## config.mk

```make
export PLATFORM = sky130hd
export DESIGN_NAME = epu_top
export DESIGN_NICKNAME = d
export VERILOG_FILES = /design/src/logic/epu_pkg.sv /design/src/logic/epu_top.sv /design/src/logic/exc_commit.sv /design/src/logic/irq_ctrl.sv /design/src/logic/msr_read_decode.sv /design/src/logic/tsc_timer.sv
export SDC_FILE = /design/constraint.sdc
export NUM_CORES = 1
export LEC_CHECK = 0
export ABC_AREA = 1
export BUFFER_PORTS_ARGS = -buffer_cell sky130_fd_sc_hd__buf_2
export CAP_MARGIN = 15
export CORE_AREA = 2 2 257 259
export CTS_BUF_LIST = sky130_fd_sc_hd__clkbuf_2 sky130_fd_sc_hd__clkbuf_4 sky130_fd_sc_hd__clkbuf_8
export DETAILED_ROUTE_END_ITERATION = 6
export DIE_AREA = 0 0 259 261
export GPL_TIMING_DRIVEN = 0
export PLACE_DENSITY = 0.42
export SETUP_SLACK_MARGIN = 0.1
export SYNTH_ARGS = -nofsm -noshare
export SYNTH_HDL_FRONTEND = slang
export SYNTH_SLANG_ARGS = --single-unit
```

## constraint.sdc

```tcl
create_clock -name clk -period 1.7 [get_ports clk]
set_input_delay 0.17 -clock clk [delete_from_list [all_inputs] [get_ports clk]]
set_output_delay 0.17 -clock clk [all_outputs]
set_load 0.03 [all_outputs]
```

## src/logic/epu_pkg.sv

```systemverilog
/*
 Shared types and constants of the exception processing unit.
 Data path is 32 bits wide; program counters are word addresses (30 bits).
 MSR address: bank number in bits 15..12, one-hot offset in bits 8..0.
*/
package epu_pkg;

   localparam int DATA_W    = 32;
   localparam int PC_W      = DATA_W - 2;
   localparam int PSR_W     = 10;
   localparam int IRQ_W     = 32;
   localparam int BANK_W    = 4;
   localparam int BANK_LSB  = 12;
   localparam int OFF_W     = 9;
   localparam int TCR_CNT_W = 28;

   typedef logic [DATA_W-1:0] data_t;
   typedef logic [PC_W-1:0]   pc_t;
   typedef logic [IRQ_W-1:0]  irq_vec_t;
   typedef logic [BANK_W-1:0] bank_t;
   typedef logic [OFF_W-1:0]  bank_off_t;

   // Bank codes, anything else is unmapped
   localparam bank_t BANK_PS   = 4'd0;
   localparam bank_t BANK_IRQC = 4'd6;
   localparam bank_t BANK_TSC  = 4'd7;

   // Offset bits inside PS bank
   localparam int OFF_PSR    = 0;
   localparam int OFF_CPUID  = 1;
   localparam int OFF_EPSR   = 2;
   localparam int OFF_EPC    = 3;
   localparam int OFF_ELSA   = 4;
   localparam int OFF_COREID = 5;
   // IRQC bank
   localparam int OFF_IMR    = 0;
   localparam int OFF_IRR    = 1;
   // TSC bank
   localparam int OFF_TSR    = 0;
   localparam int OFF_TCR    = 1;

   // Word offsets from VECTOR_BASE
   localparam pc_t VOFF_EITM    = 30'd1;
   localparam pc_t VOFF_EIPF    = 30'd2;
   localparam pc_t VOFF_ESYSCALL = 30'd3;
   localparam pc_t VOFF_EINSN   = 30'd4;
   localparam pc_t VOFF_EIRQ    = 30'd5;
   localparam pc_t VOFF_EDTM    = 30'd6;
   localparam pc_t VOFF_EDPF    = 30'd7;
   localparam pc_t VOFF_EALIGN  = 30'd8;

   // TCR layout, compare value in the low bits
   localparam int TCR_EN = 28;
   localparam int TCR_I  = 29;
   localparam int TCR_P  = 30;

   typedef struct packed {
      logic [1:0] res_hi;
      logic       dmme;
      logic       imme;
      logic       ire;
      logic       rm;
      logic [3:0] res_lo;
   } psr_t;

   typedef struct packed {
      logic eret;
      logic esyscall;
      logic einsn;
      logic eipf;
      logic eitm;
      logic eirq;
      logic wmsr;
   } epu_op_t;

   // Exception strobes leaving execute
   typedef struct packed {
      logic eret;
      logic esyscall;
      logic einsn;
      logic eipf;
      logic eitm;
      logic eirq;
   } epu_exc_t;

   typedef struct packed {
      logic      psr;
      logic      epc;
      logic      epsr;
      logic      elsa;
      logic      imr;
      logic      tsr;
      logic      tcr;
      bank_off_t off;
   } msr_we_t;

   typedef struct packed {
      logic eret;
      logic esyscall;
      logic einsn;
      logic eipf;
      logic eitm;
      logic eirq;
      logic edtm;
      logic edpf;
      logic ealign;
   } exc_cause_t;

endpackage

```

## src/logic/epu_top.sv

```systemverilog
/*
 Exception processing unit top level.
 PSR, EPSR, EPC and ELSA live outside; this unit drives next values and enables.
 IMR, TSR and TCR are written from the commit-side write record.
*/
`timescale 1ns/1ns

module epu_top import epu_pkg::*; #(
   parameter pc_t VECTOR_BASE = 30'h100,
   parameter int  NUM_IRQ     = 8
) (
   input  logic       clk,
   input  logic       rst,
   // Execute side
   input  logic       ex_valid,
   input  epu_op_t    ex_op,
   input  data_t      ex_operand1,
   input  data_t      ex_operand2,
   input  data_t      ex_imm,
   // Commit side
   input  exc_cause_t commit_cause,
   input  pc_t        commit_pc,
   input  pc_t        commit_npc,
   input  data_t      commit_lsa,
   input  msr_we_t    commit_wmsr_we,
   input  data_t      commit_wmsr_dat,
   input  irq_vec_t   irqs,
   // Current register values
   input  psr_t       msr_psr,
   input  psr_t       msr_psr_nold,
   input  psr_t       msr_epsr,
   input  data_t      msr_epc,
   input  data_t      msr_elsa,
   input  data_t      msr_cpuid,
   input  data_t      msr_coreid,
   output data_t      epu_dout,
   output msr_we_t    epu_wmsr_we,
   output data_t      epu_wmsr_dat,
   output epu_exc_t   epu_exc,
   output psr_t       psr_nxt,
   output logic       psr_we,
   output psr_t       epsr_nxt,
   output logic       epsr_we,
   output data_t      epc_nxt,
   output logic       epc_we,
   output data_t      elsa_nxt,
   output logic       elsa_we,
   output logic       exc_ent,
   output logic       exc_flush,
   output pc_t        exc_flush_tgt,
   output logic       irq_async,
   output logic       tsc_irq
);

   data_t imr;
   data_t irr;
   data_t tsr;
   data_t tcr;

   msr_read_decode u_decode (
      .ex_valid     (ex_valid),
      .ex_op        (ex_op),
      .ex_operand1  (ex_operand1),
      .ex_operand2  (ex_operand2),
      .ex_imm       (ex_imm),
      .msr_psr      (msr_psr),
      .msr_epsr     (msr_epsr),
      .msr_epc      (msr_epc),
      .msr_elsa     (msr_elsa),
      .msr_cpuid    (msr_cpuid),
      .msr_coreid   (msr_coreid),
      .imr          (imr),
      .irr          (irr),
      .tsr          (tsr),
      .tcr          (tcr),
      .epu_dout     (epu_dout),
      .epu_wmsr_we  (epu_wmsr_we),
      .epu_wmsr_dat (epu_wmsr_dat),
      .epu_exc      (epu_exc)
   );

   exc_commit #(
      .VECTOR_BASE (VECTOR_BASE)
   ) u_commit (
      .clk             (clk),
      .rst             (rst),
      .commit_cause    (commit_cause),
      .commit_pc       (commit_pc),
      .commit_npc      (commit_npc),
      .commit_lsa      (commit_lsa),
      .commit_wmsr_we  (commit_wmsr_we),
      .commit_wmsr_dat (commit_wmsr_dat),
      .msr_psr_nold    (msr_psr_nold),
      .msr_epsr        (msr_epsr),
      .msr_epc         (msr_epc),
      .psr_nxt         (psr_nxt),
      .psr_we          (psr_we),
      .epsr_nxt        (epsr_nxt),
      .epsr_we         (epsr_we),
      .epc_nxt         (epc_nxt),
      .epc_we          (epc_we),
      .elsa_nxt        (elsa_nxt),
      .elsa_we         (elsa_we),
      .exc_ent         (exc_ent),
      .exc_flush       (exc_flush),
      .exc_flush_tgt   (exc_flush_tgt)
   );

   irq_ctrl #(
      .NUM_IRQ (NUM_IRQ)
   ) u_irq (
      .clk       (clk),
      .rst       (rst),
      .irqs      (irqs),
      .psr_ire   (msr_psr.ire),
      .imr_we    (commit_wmsr_we.imr),
      .imr_nxt   (commit_wmsr_dat),
      .imr       (imr),
      .irr       (irr),
      .irq_async (irq_async)
   );

   tsc_timer u_tsc (
      .clk     (clk),
      .rst     (rst),
      .tsr_we  (commit_wmsr_we.tsr),
      .tcr_we  (commit_wmsr_we.tcr),
      .wdat    (commit_wmsr_dat),
      .tsr     (tsr),
      .tcr     (tcr),
      .tsc_irq (tsc_irq)
   );

endmodule

```

## src/logic/exc_commit.sv

```systemverilog
/*
 Commit-side update of PSR, EPSR, EPC and ELSA plus the flush request.
 At most one commit cause is expected per cycle.
 PSR is saved into EPSR only on the first cycle of a held exception.
*/
`timescale 1ns/1ns

module exc_commit import epu_pkg::*; #(
   parameter pc_t VECTOR_BASE = 30'h100
) (
   input  logic       clk,
   input  logic       rst,
   input  exc_cause_t commit_cause,
   input  pc_t        commit_pc,
   input  pc_t        commit_npc,
   input  data_t      commit_lsa,
   input  msr_we_t    commit_wmsr_we,
   input  data_t      commit_wmsr_dat,
   input  psr_t       msr_psr_nold,
   input  psr_t       msr_epsr,
   input  data_t      msr_epc,
   output psr_t       psr_nxt,
   output logic       psr_we,
   output psr_t       epsr_nxt,
   output logic       epsr_we,
   output data_t      epc_nxt,
   output logic       epc_we,
   output data_t      elsa_nxt,
   output logic       elsa_we,
   output logic       exc_ent,
   output logic       exc_flush,
   output pc_t        exc_flush_tgt
);

   logic exc_any;
   logic exc_ent_q;
   logic save_psr;
   logic elsa_from_pc;
   logic elsa_from_lsa;
   psr_t wr_psr;
   pc_t  vec_off;

   assign exc_any = |commit_cause;
   assign exc_ent = exc_any & ~commit_cause.eret;

   // Low bits of the write data in PSR layout
   assign wr_psr = psr_t'(commit_wmsr_dat[PSR_W-1:0]);

   // eret restores the mode bits from EPSR
   assign psr_we  = commit_wmsr_we.psr | commit_cause.eret;
   assign psr_nxt = commit_wmsr_we.psr ? wr_psr : msr_epsr;

   // Rising edge of exception entry
   always_ff @(posedge clk) begin
      if (rst) begin
         exc_ent_q <= 1'b0;
      end else begin
         exc_ent_q <= exc_ent;
      end
   end

   assign save_psr = exc_ent & ~exc_ent_q;

   assign epsr_we  = commit_wmsr_we.epsr | save_psr;
   assign epsr_nxt = commit_wmsr_we.epsr ? wr_psr : msr_psr_nold;

   // Syscall returns past itself, other exceptions retry the faulting insn
   assign epc_we  = exc_ent | commit_wmsr_we.epc;
   assign epc_nxt = commit_wmsr_we.epc    ? commit_wmsr_dat :
                    commit_cause.esyscall ? {commit_npc, 2'b00} :
                                            {commit_pc, 2'b00};

   // Fetch-side faults report the PC, data-side faults the access address
   assign elsa_from_pc  = commit_cause.eitm | commit_cause.eipf | commit_cause.einsn;
   assign elsa_from_lsa = commit_cause.edtm | commit_cause.edpf | commit_cause.ealign;
   assign elsa_we  = elsa_from_pc | elsa_from_lsa | commit_wmsr_we.elsa;
   assign elsa_nxt = elsa_from_pc  ? {commit_pc, 2'b00} :
                     elsa_from_lsa ? commit_lsa :
                                     commit_wmsr_dat;

   // Vector offset of the active cause
   always_comb begin
      vec_off = '0;
      if (commit_cause.eitm) begin
         vec_off = VOFF_EITM;
      end else if (commit_cause.eipf) begin
         vec_off = VOFF_EIPF;
      end else if (commit_cause.esyscall) begin
         vec_off = VOFF_ESYSCALL;
      end else if (commit_cause.einsn) begin
         vec_off = VOFF_EINSN;
      end else if (commit_cause.eirq) begin
         vec_off = VOFF_EIRQ;
      end else if (commit_cause.edtm) begin
         vec_off = VOFF_EDTM;
      end else if (commit_cause.edpf) begin
         vec_off = VOFF_EDPF;
      end else if (commit_cause.ealign) begin
         vec_off = VOFF_EALIGN;
      end
   end

   assign exc_flush     = exc_any;
   assign exc_flush_tgt = commit_cause.eret ? msr_epc[DATA_W-1:2] : VECTOR_BASE + vec_off;

endmodule

```

## src/logic/irq_ctrl.sv

```systemverilog
/*
 Interrupt mask register and request view.
 NUM_IRQ lines (1 to 32) are live; higher request bits always read zero.
*/
`timescale 1ns/1ns

module irq_ctrl import epu_pkg::*; #(
   parameter int NUM_IRQ = 8
) (
   input  logic     clk,
   input  logic     rst,
   input  irq_vec_t irqs,
   input  logic     psr_ire,
   input  logic     imr_we,
   input  data_t    imr_nxt,
   output data_t    imr,
   output data_t    irr,
   output logic     irq_async
);

   localparam irq_vec_t LIVE_MASK = irq_vec_t'((64'd1 << NUM_IRQ) - 64'd1);

   always_ff @(posedge clk) begin
      if (rst) begin
         imr <= '0;
      end else if (imr_we) begin
         imr <= imr_nxt;
      end
   end

   assign irr = irqs & imr & LIVE_MASK;

   // Level request, gated by the global enable in PSR
   assign irq_async = psr_ire & (|irr);

endmodule

```

## src/logic/msr_read_decode.sv

```systemverilog
/*
 Execute-side MSR access, purely combinational.
 Unmapped banks and offsets read zero and never raise a write enable.
 All enables and strobes are qualified by ex_valid; the offset copy is not.
*/
`timescale 1ns/1ns

module msr_read_decode import epu_pkg::*; (
   input  logic     ex_valid,
   input  epu_op_t  ex_op,
   input  data_t    ex_operand1,
   input  data_t    ex_operand2,
   input  data_t    ex_imm,
   input  psr_t     msr_psr,
   input  psr_t     msr_epsr,
   input  data_t    msr_epc,
   input  data_t    msr_elsa,
   input  data_t    msr_cpuid,
   input  data_t    msr_coreid,
   input  data_t    imr,
   input  data_t    irr,
   input  data_t    tsr,
   input  data_t    tcr,
   output data_t    epu_dout,
   output msr_we_t  epu_wmsr_we,
   output data_t    epu_wmsr_dat,
   output epu_exc_t epu_exc
);

   data_t     msr_addr;
   bank_t     bank;
   bank_off_t off;
   logic      sel_ps;
   logic      sel_irqc;
   logic      sel_tsc;
   data_t     dout_ps;
   data_t     dout_irqc;
   data_t     dout_tsc;
   logic      wmsr_go;

   // Immediate only reaches the low 15 address bits
   assign msr_addr = ex_operand1 | {{(DATA_W-15){1'b0}}, ex_imm[14:0]};
   assign bank     = msr_addr[BANK_LSB +: BANK_W];
   assign off      = msr_addr[OFF_W-1:0];

   assign sel_ps   = (bank == BANK_PS);
   assign sel_irqc = (bank == BANK_IRQC);
   assign sel_tsc  = (bank == BANK_TSC);

   // Several offset bits may be set, the values are OR'ed
   assign dout_ps =
      ({DATA_W{off[OFF_PSR]}}    & {{(DATA_W-PSR_W){1'b0}}, msr_psr}) |
      ({DATA_W{off[OFF_CPUID]}}  & msr_cpuid) |
      ({DATA_W{off[OFF_EPSR]}}   & {{(DATA_W-PSR_W){1'b0}}, msr_epsr}) |
      ({DATA_W{off[OFF_EPC]}}    & msr_epc) |
      ({DATA_W{off[OFF_ELSA]}}   & msr_elsa) |
      ({DATA_W{off[OFF_COREID]}} & msr_coreid);

   assign dout_irqc = ({DATA_W{off[OFF_IMR]}} & imr) |
                      ({DATA_W{off[OFF_IRR]}} & irr);

   assign dout_tsc  = ({DATA_W{off[OFF_TSR]}} & tsr) |
                      ({DATA_W{off[OFF_TCR]}} & tcr);

   assign epu_dout = ({DATA_W{sel_ps}}   & dout_ps) |
                     ({DATA_W{sel_irqc}} & dout_irqc) |
                     ({DATA_W{sel_tsc}}  & dout_tsc);

   // Write enable record, applied later at commit
   assign wmsr_go      = ex_valid & ex_op.wmsr;
   assign epu_wmsr_dat = ex_operand2;

   assign epu_wmsr_we.psr  = wmsr_go & sel_ps & off[OFF_PSR];
   assign epu_wmsr_we.epc  = wmsr_go & sel_ps & off[OFF_EPC];
   assign epu_wmsr_we.epsr = wmsr_go & sel_ps & off[OFF_EPSR];
   assign epu_wmsr_we.elsa = wmsr_go & sel_ps & off[OFF_ELSA];
   assign epu_wmsr_we.imr  = wmsr_go & sel_irqc & off[OFF_IMR];
   assign epu_wmsr_we.tsr  = wmsr_go & sel_tsc & off[OFF_TSR];
   assign epu_wmsr_we.tcr  = wmsr_go & sel_tsc & off[OFF_TCR];
   assign epu_wmsr_we.off  = off;

   // Exception instruction strobes
   assign epu_exc.eret     = ex_valid & ex_op.eret;
   assign epu_exc.esyscall = ex_valid & ex_op.esyscall;
   assign epu_exc.einsn    = ex_valid & ex_op.einsn;
   assign epu_exc.eipf     = ex_valid & ex_op.eipf;
   assign epu_exc.eitm     = ex_valid & ex_op.eitm;
   assign epu_exc.eirq     = ex_valid & ex_op.eirq;

endmodule

```

## src/logic/tsc_timer.sv

```systemverilog
/*
 Free-running timestamp counter with one compare register.
 Compare uses the low 28 bits of TSR, so it fires again after wrap.
 The pending bit stays set until software rewrites TCR.
*/
`timescale 1ns/1ns

module tsc_timer import epu_pkg::*; (
   input  logic  clk,
   input  logic  rst,
   input  logic  tsr_we,
   input  logic  tcr_we,
   input  data_t wdat,
   output data_t tsr,
   output data_t tcr,
   output logic  tsc_irq
);

   logic cnt_hit;

   assign cnt_hit = tcr[TCR_EN] & (tsr[TCR_CNT_W-1:0] == tcr[TCR_CNT_W-1:0]);

   // A write replaces the count instead of incrementing
   always_ff @(posedge clk) begin
      if (rst) begin
         tsr <= '0;
      end else if (tsr_we) begin
         tsr <= wdat;
      end else begin
         tsr <= tsr + data_t'(1);
      end
   end

   // Software write has priority over the compare
   always_ff @(posedge clk) begin
      if (rst) begin
         tcr <= '0;
      end else if (tcr_we) begin
         tcr <= wdat;
      end else if (cnt_hit) begin
         tcr[TCR_P] <= 1'b1;
      end
   end

   assign tsc_irq = tcr[TCR_I] & tcr[TCR_P];

endmodule

```

==> results by group <==
Setup path
  – Worst R2R Setup Slack: 190 ps
  – Critical Path Sink Type: output port
  – CP Capture Point: epu_wmsr_we[13]
  – Worst-path fanout max: 8
  – Cells on worst reg2reg path: 9
  – Worst r2r dst: u_tsc.tsr[29]$_SDFF_PP0_
  – Beginning of the worst register-to-register path: u_tsc.tsr[14]$_SDFF_PP0_
  – WS Path Type: input pin to output port
  – Worst Path Required: 1530 ps
  – Worst setup SP type: input pin
  – Worst Setup SP: ex_operand1[14]
  – Crit path DAT: 1560 ps

Clock network
  – Sink Count: 97
  – Clk slew on worst S/H paths: 100 ps
  – CTS tree: yes
  – Clk_lat worst skew: 390 ps
  – H-tree Lvls: 3
  – Clock root buffer: clkbuf_8
  – TritonCTS Buffers: 9
  – CTS max path bufs: 2

Power and ir drop
  – Maximum VDD drop: 0.000291 V
  – Cell Pwr Density: 522 nW/um^2
  – P_leak: 0.00772 uW

STA
  – Clock skew: 17.7 ps
  – Slew Viols, Final: 0
  – RSZ-0062 raised after global routing: true
  – Tcrit/Tclk final: 102%
  – Final Hold Vio Count: 0
  – Slew @ Worst Pin: 627 ps
  – Post-route worst setup slack: -27.1 ps
  – Final setup fails: 11
  – Fmax: 0.579 GHz
  – Minimum clock period: 1730 ps
  – Relative slew margins: 58.2%

Synthesis
  – Sequential area share after synthesis: 22.2%
  – Syn avg cell area: 5.72 um^2
  – Primary FF master, synth: dfxtp_1
  – Syn nets: 1,977
  – Ranking of synthesized cells by area: dfxtp_1, nand2_1, o21ai_0
  – Synth unique cells: 38
  – Area leader, netlist: dfxtp_1
  – Area of the mapped netlist: 8760 um^2
  – Synth async-reset ratio: 0%
  – Syn Inst Count: 1,531
  – EDFF count, synth: 0
  – Top-area cell type share of the netlist area: 22.2%
  – Synth warn: 0
  – Flops & latches, synth: 97

Floorplan
  – Initial cell density of the core: 13.5%
  – Ports: 653
  – Core Region: 65,000 um^2
  – Die span in x: 259 um
  – Core Rows: 94
  – Die area: 67,600 um^2
  – Die height: 261 um

GRT
  – Met3 global-route usage: 3.78%
  – Largest net degree at the start of global routing: 16
  – Met2 Usage GRT: 31.9%
  – GRT Util Overall: 19.2%
  – Initial antenna violation count: 17
  – Grt met1 use: 24.9%
  – Vias in the first global route: 13,000
  – Global-route congestion overflow total: 0
  – First-pass GRT wire length: 93,400 um
  – Top Usage Layer GRT: met2

Placement
  – Detailed Place HPWL: 57,000 um
  – Placed cells: 2,939
  – Quantity of I/O buffers inserted on ports: 544
  – GP Congestion: 0.928
  – DP Worst Slack: -1110 ps

Drt
  – Avg Vias per Cell: 4.35
  – DRT iter0 DRCs: 902
  – DR pass1 iterations: 5
  – Via count: 13,100
  – DRC Markers: 0
  – Number of routed nets with antenna violations: 0
  – Routed WL per cell: 22.6 um
  – Routed WL: 68,300 um

Job
  – Max-cap violation count: 0

Final layout
  – Area delta synth->final: 75.8%
  – Share of cells above drive strength 1: 44.0%
  – Area of the multi-input gates: 6560 um^2
  – Flip-flop and latch area: 2000 um^2
  – Fin cells: 3,018
  – Final net count: 2,586
  – Layout fillers: 7,537

Run status
  – Violated checks: negative setup slack
  – Status: finished with violations

Worst hold path
  – HP Class: input pin to flop
[cells in the final DEF, fill, tap and decap left out, types with 27 or more instances in the layout]
cell type  Yosys  routed
a22oi_1       35      30
a21oi_1      126     125
nand2_2        4      27
buf_6          3      68
a22o_1        46      45
buf_4         32      91
nor2_1        98      86
inv_1        189     179
buf_2         13     467
clkbuf_1      76      30
dfxtp_1       97      68
nand2_1      428     381
o21ai_0      151     118
nand3_2        1      31
nand3_1       87      51
[how the worst min path moves through the flow]
stage	start	to	slack, ps	cells past startpoint
final	commit_wmsr_dat[4]	u_tsc.tsr[4]$_SDFF_PP0_	160	3
after detailed placement	u_tsc.tcr[0]$_SDFFE_PP0P_	u_tsc.tcr[0]$_SDFFE_PP0P_	480	2
after CTS	rst	u_tsc.tsr[5]$_SDFF_PP0_	150	4
after floorplan	commit_wmsr_dat[0]	u_irq.imr[0]$_SDFFE_PP0P_	300	2
after global placement	u_tsc.tcr[0]$_SDFFE_PP0P_	u_tsc.tcr[0]$_SDFFE_PP0P_	480	2
after global routing	rst	u_tsc.tsr[5]$_SDFF_PP0_	200	4
[power breakdown]
group	switching, uW	total (uW)	internal (uW)
combinational	2540	3970	1430
sequential	167	2600	2440
clock	917	1460	544
[logic make-up (layout without fill, tap and decap cells)]
| kind of cell | Yosys count | in the layout | share of synthesized area, % |
|---|---|---|---|
| simple gates | 665 | 665 | 31.7 |
| compound gates | 423 | 423 | 28.1 |
| buf+inv | 322 | 935 | 15.6 |
| flops | 97 | 97 | 22.2 |
| xor+xnor | 23 | 23 | 2.30 |
| fa+ha+maj | 1 | 1 | 0.143 |
| other cells | 0 | 10 | 0 |
[registers in the layout, summed over array words and instances, names as in the netlist]
register and count:
u_commit.exc_ent_q 1, u_tsc.tsr 32, u_tsc.tcr 32, u_irq.imr 32
[critical path: stages]
cell and delay [ps]:
buf_6 90, or2_4 270, nor4_4 270, buf_6 220, buf_6 110, buf_6 110, nand2_4 60, a21oi_2 120
buf_6 140
[stage by stage]
step	setup TNS, ps	area (um^2)	total power, uW	hold WS [ps]	util, %
after floorplan	-232	8760	4430	305	-
after global placement	-63540	12600	5980	482	19.3
after detailed placement	-65290	12600	5980	482	19.3
after CTS	-406	14900	7920	152	22.9
after global routing	-839	15400	8390	198	23.7
final	-188	15400	8030	164	23.7
[Yosys cell counts, types with 17 or more instances]
| library cell | instances |
|---|---|
| a21oi_1 | 126 |
| a22o_1 | 46 |
| a22oi_1 | 35 |
| a31oi_1 | 30 |
| buf_4 | 32 |
| clkbuf_1 | 76 |
| dfxtp_1 | 97 |
| inv_1 | 189 |
| nand2_1 | 428 |
| nand3_1 | 87 |
| nor2_1 | 98 |
| o21ai_0 | 151 |
| o22ai_1 | 22 |
| xor2_1 | 17 |
[area by class of cell]
| cell class | instances | share of cell area, % |
|---|---|---|
| Clock inverter | 5 | 0.211 |
| Inverter | 195 | 4.89 |
| Antenna cell | 10 | 0.162 |
| Clock buffer | 10 | 0.853 |
| Buffer | 126 | 6.52 |
| Sequential cell | 97 | 13.0 |
| Multi-Input combinational cell | 1112 | 42.6 |
| Tap cell | 864 | 7.02 |
| Timing Repair Buffer | 599 | 24.7 |
[timing repair]
action / CTS / global route
gates resized for setup: 491 / 128
setup buffers: 39 / 12
pin swaps: 42 / 47
setup endpoints to repair: 172 / 117
hold buffers: 0 / 0
gates cloned: 8 / 1
[per-layer routing]
layer	part of all wire (%)	up-vias
met5	0.097	-
met4	2.6	10
met3	7.0	74
met2	46	598
met1	44	6205
li1	-	6239
Note: power is estimated with default switching activity, not from simulation.
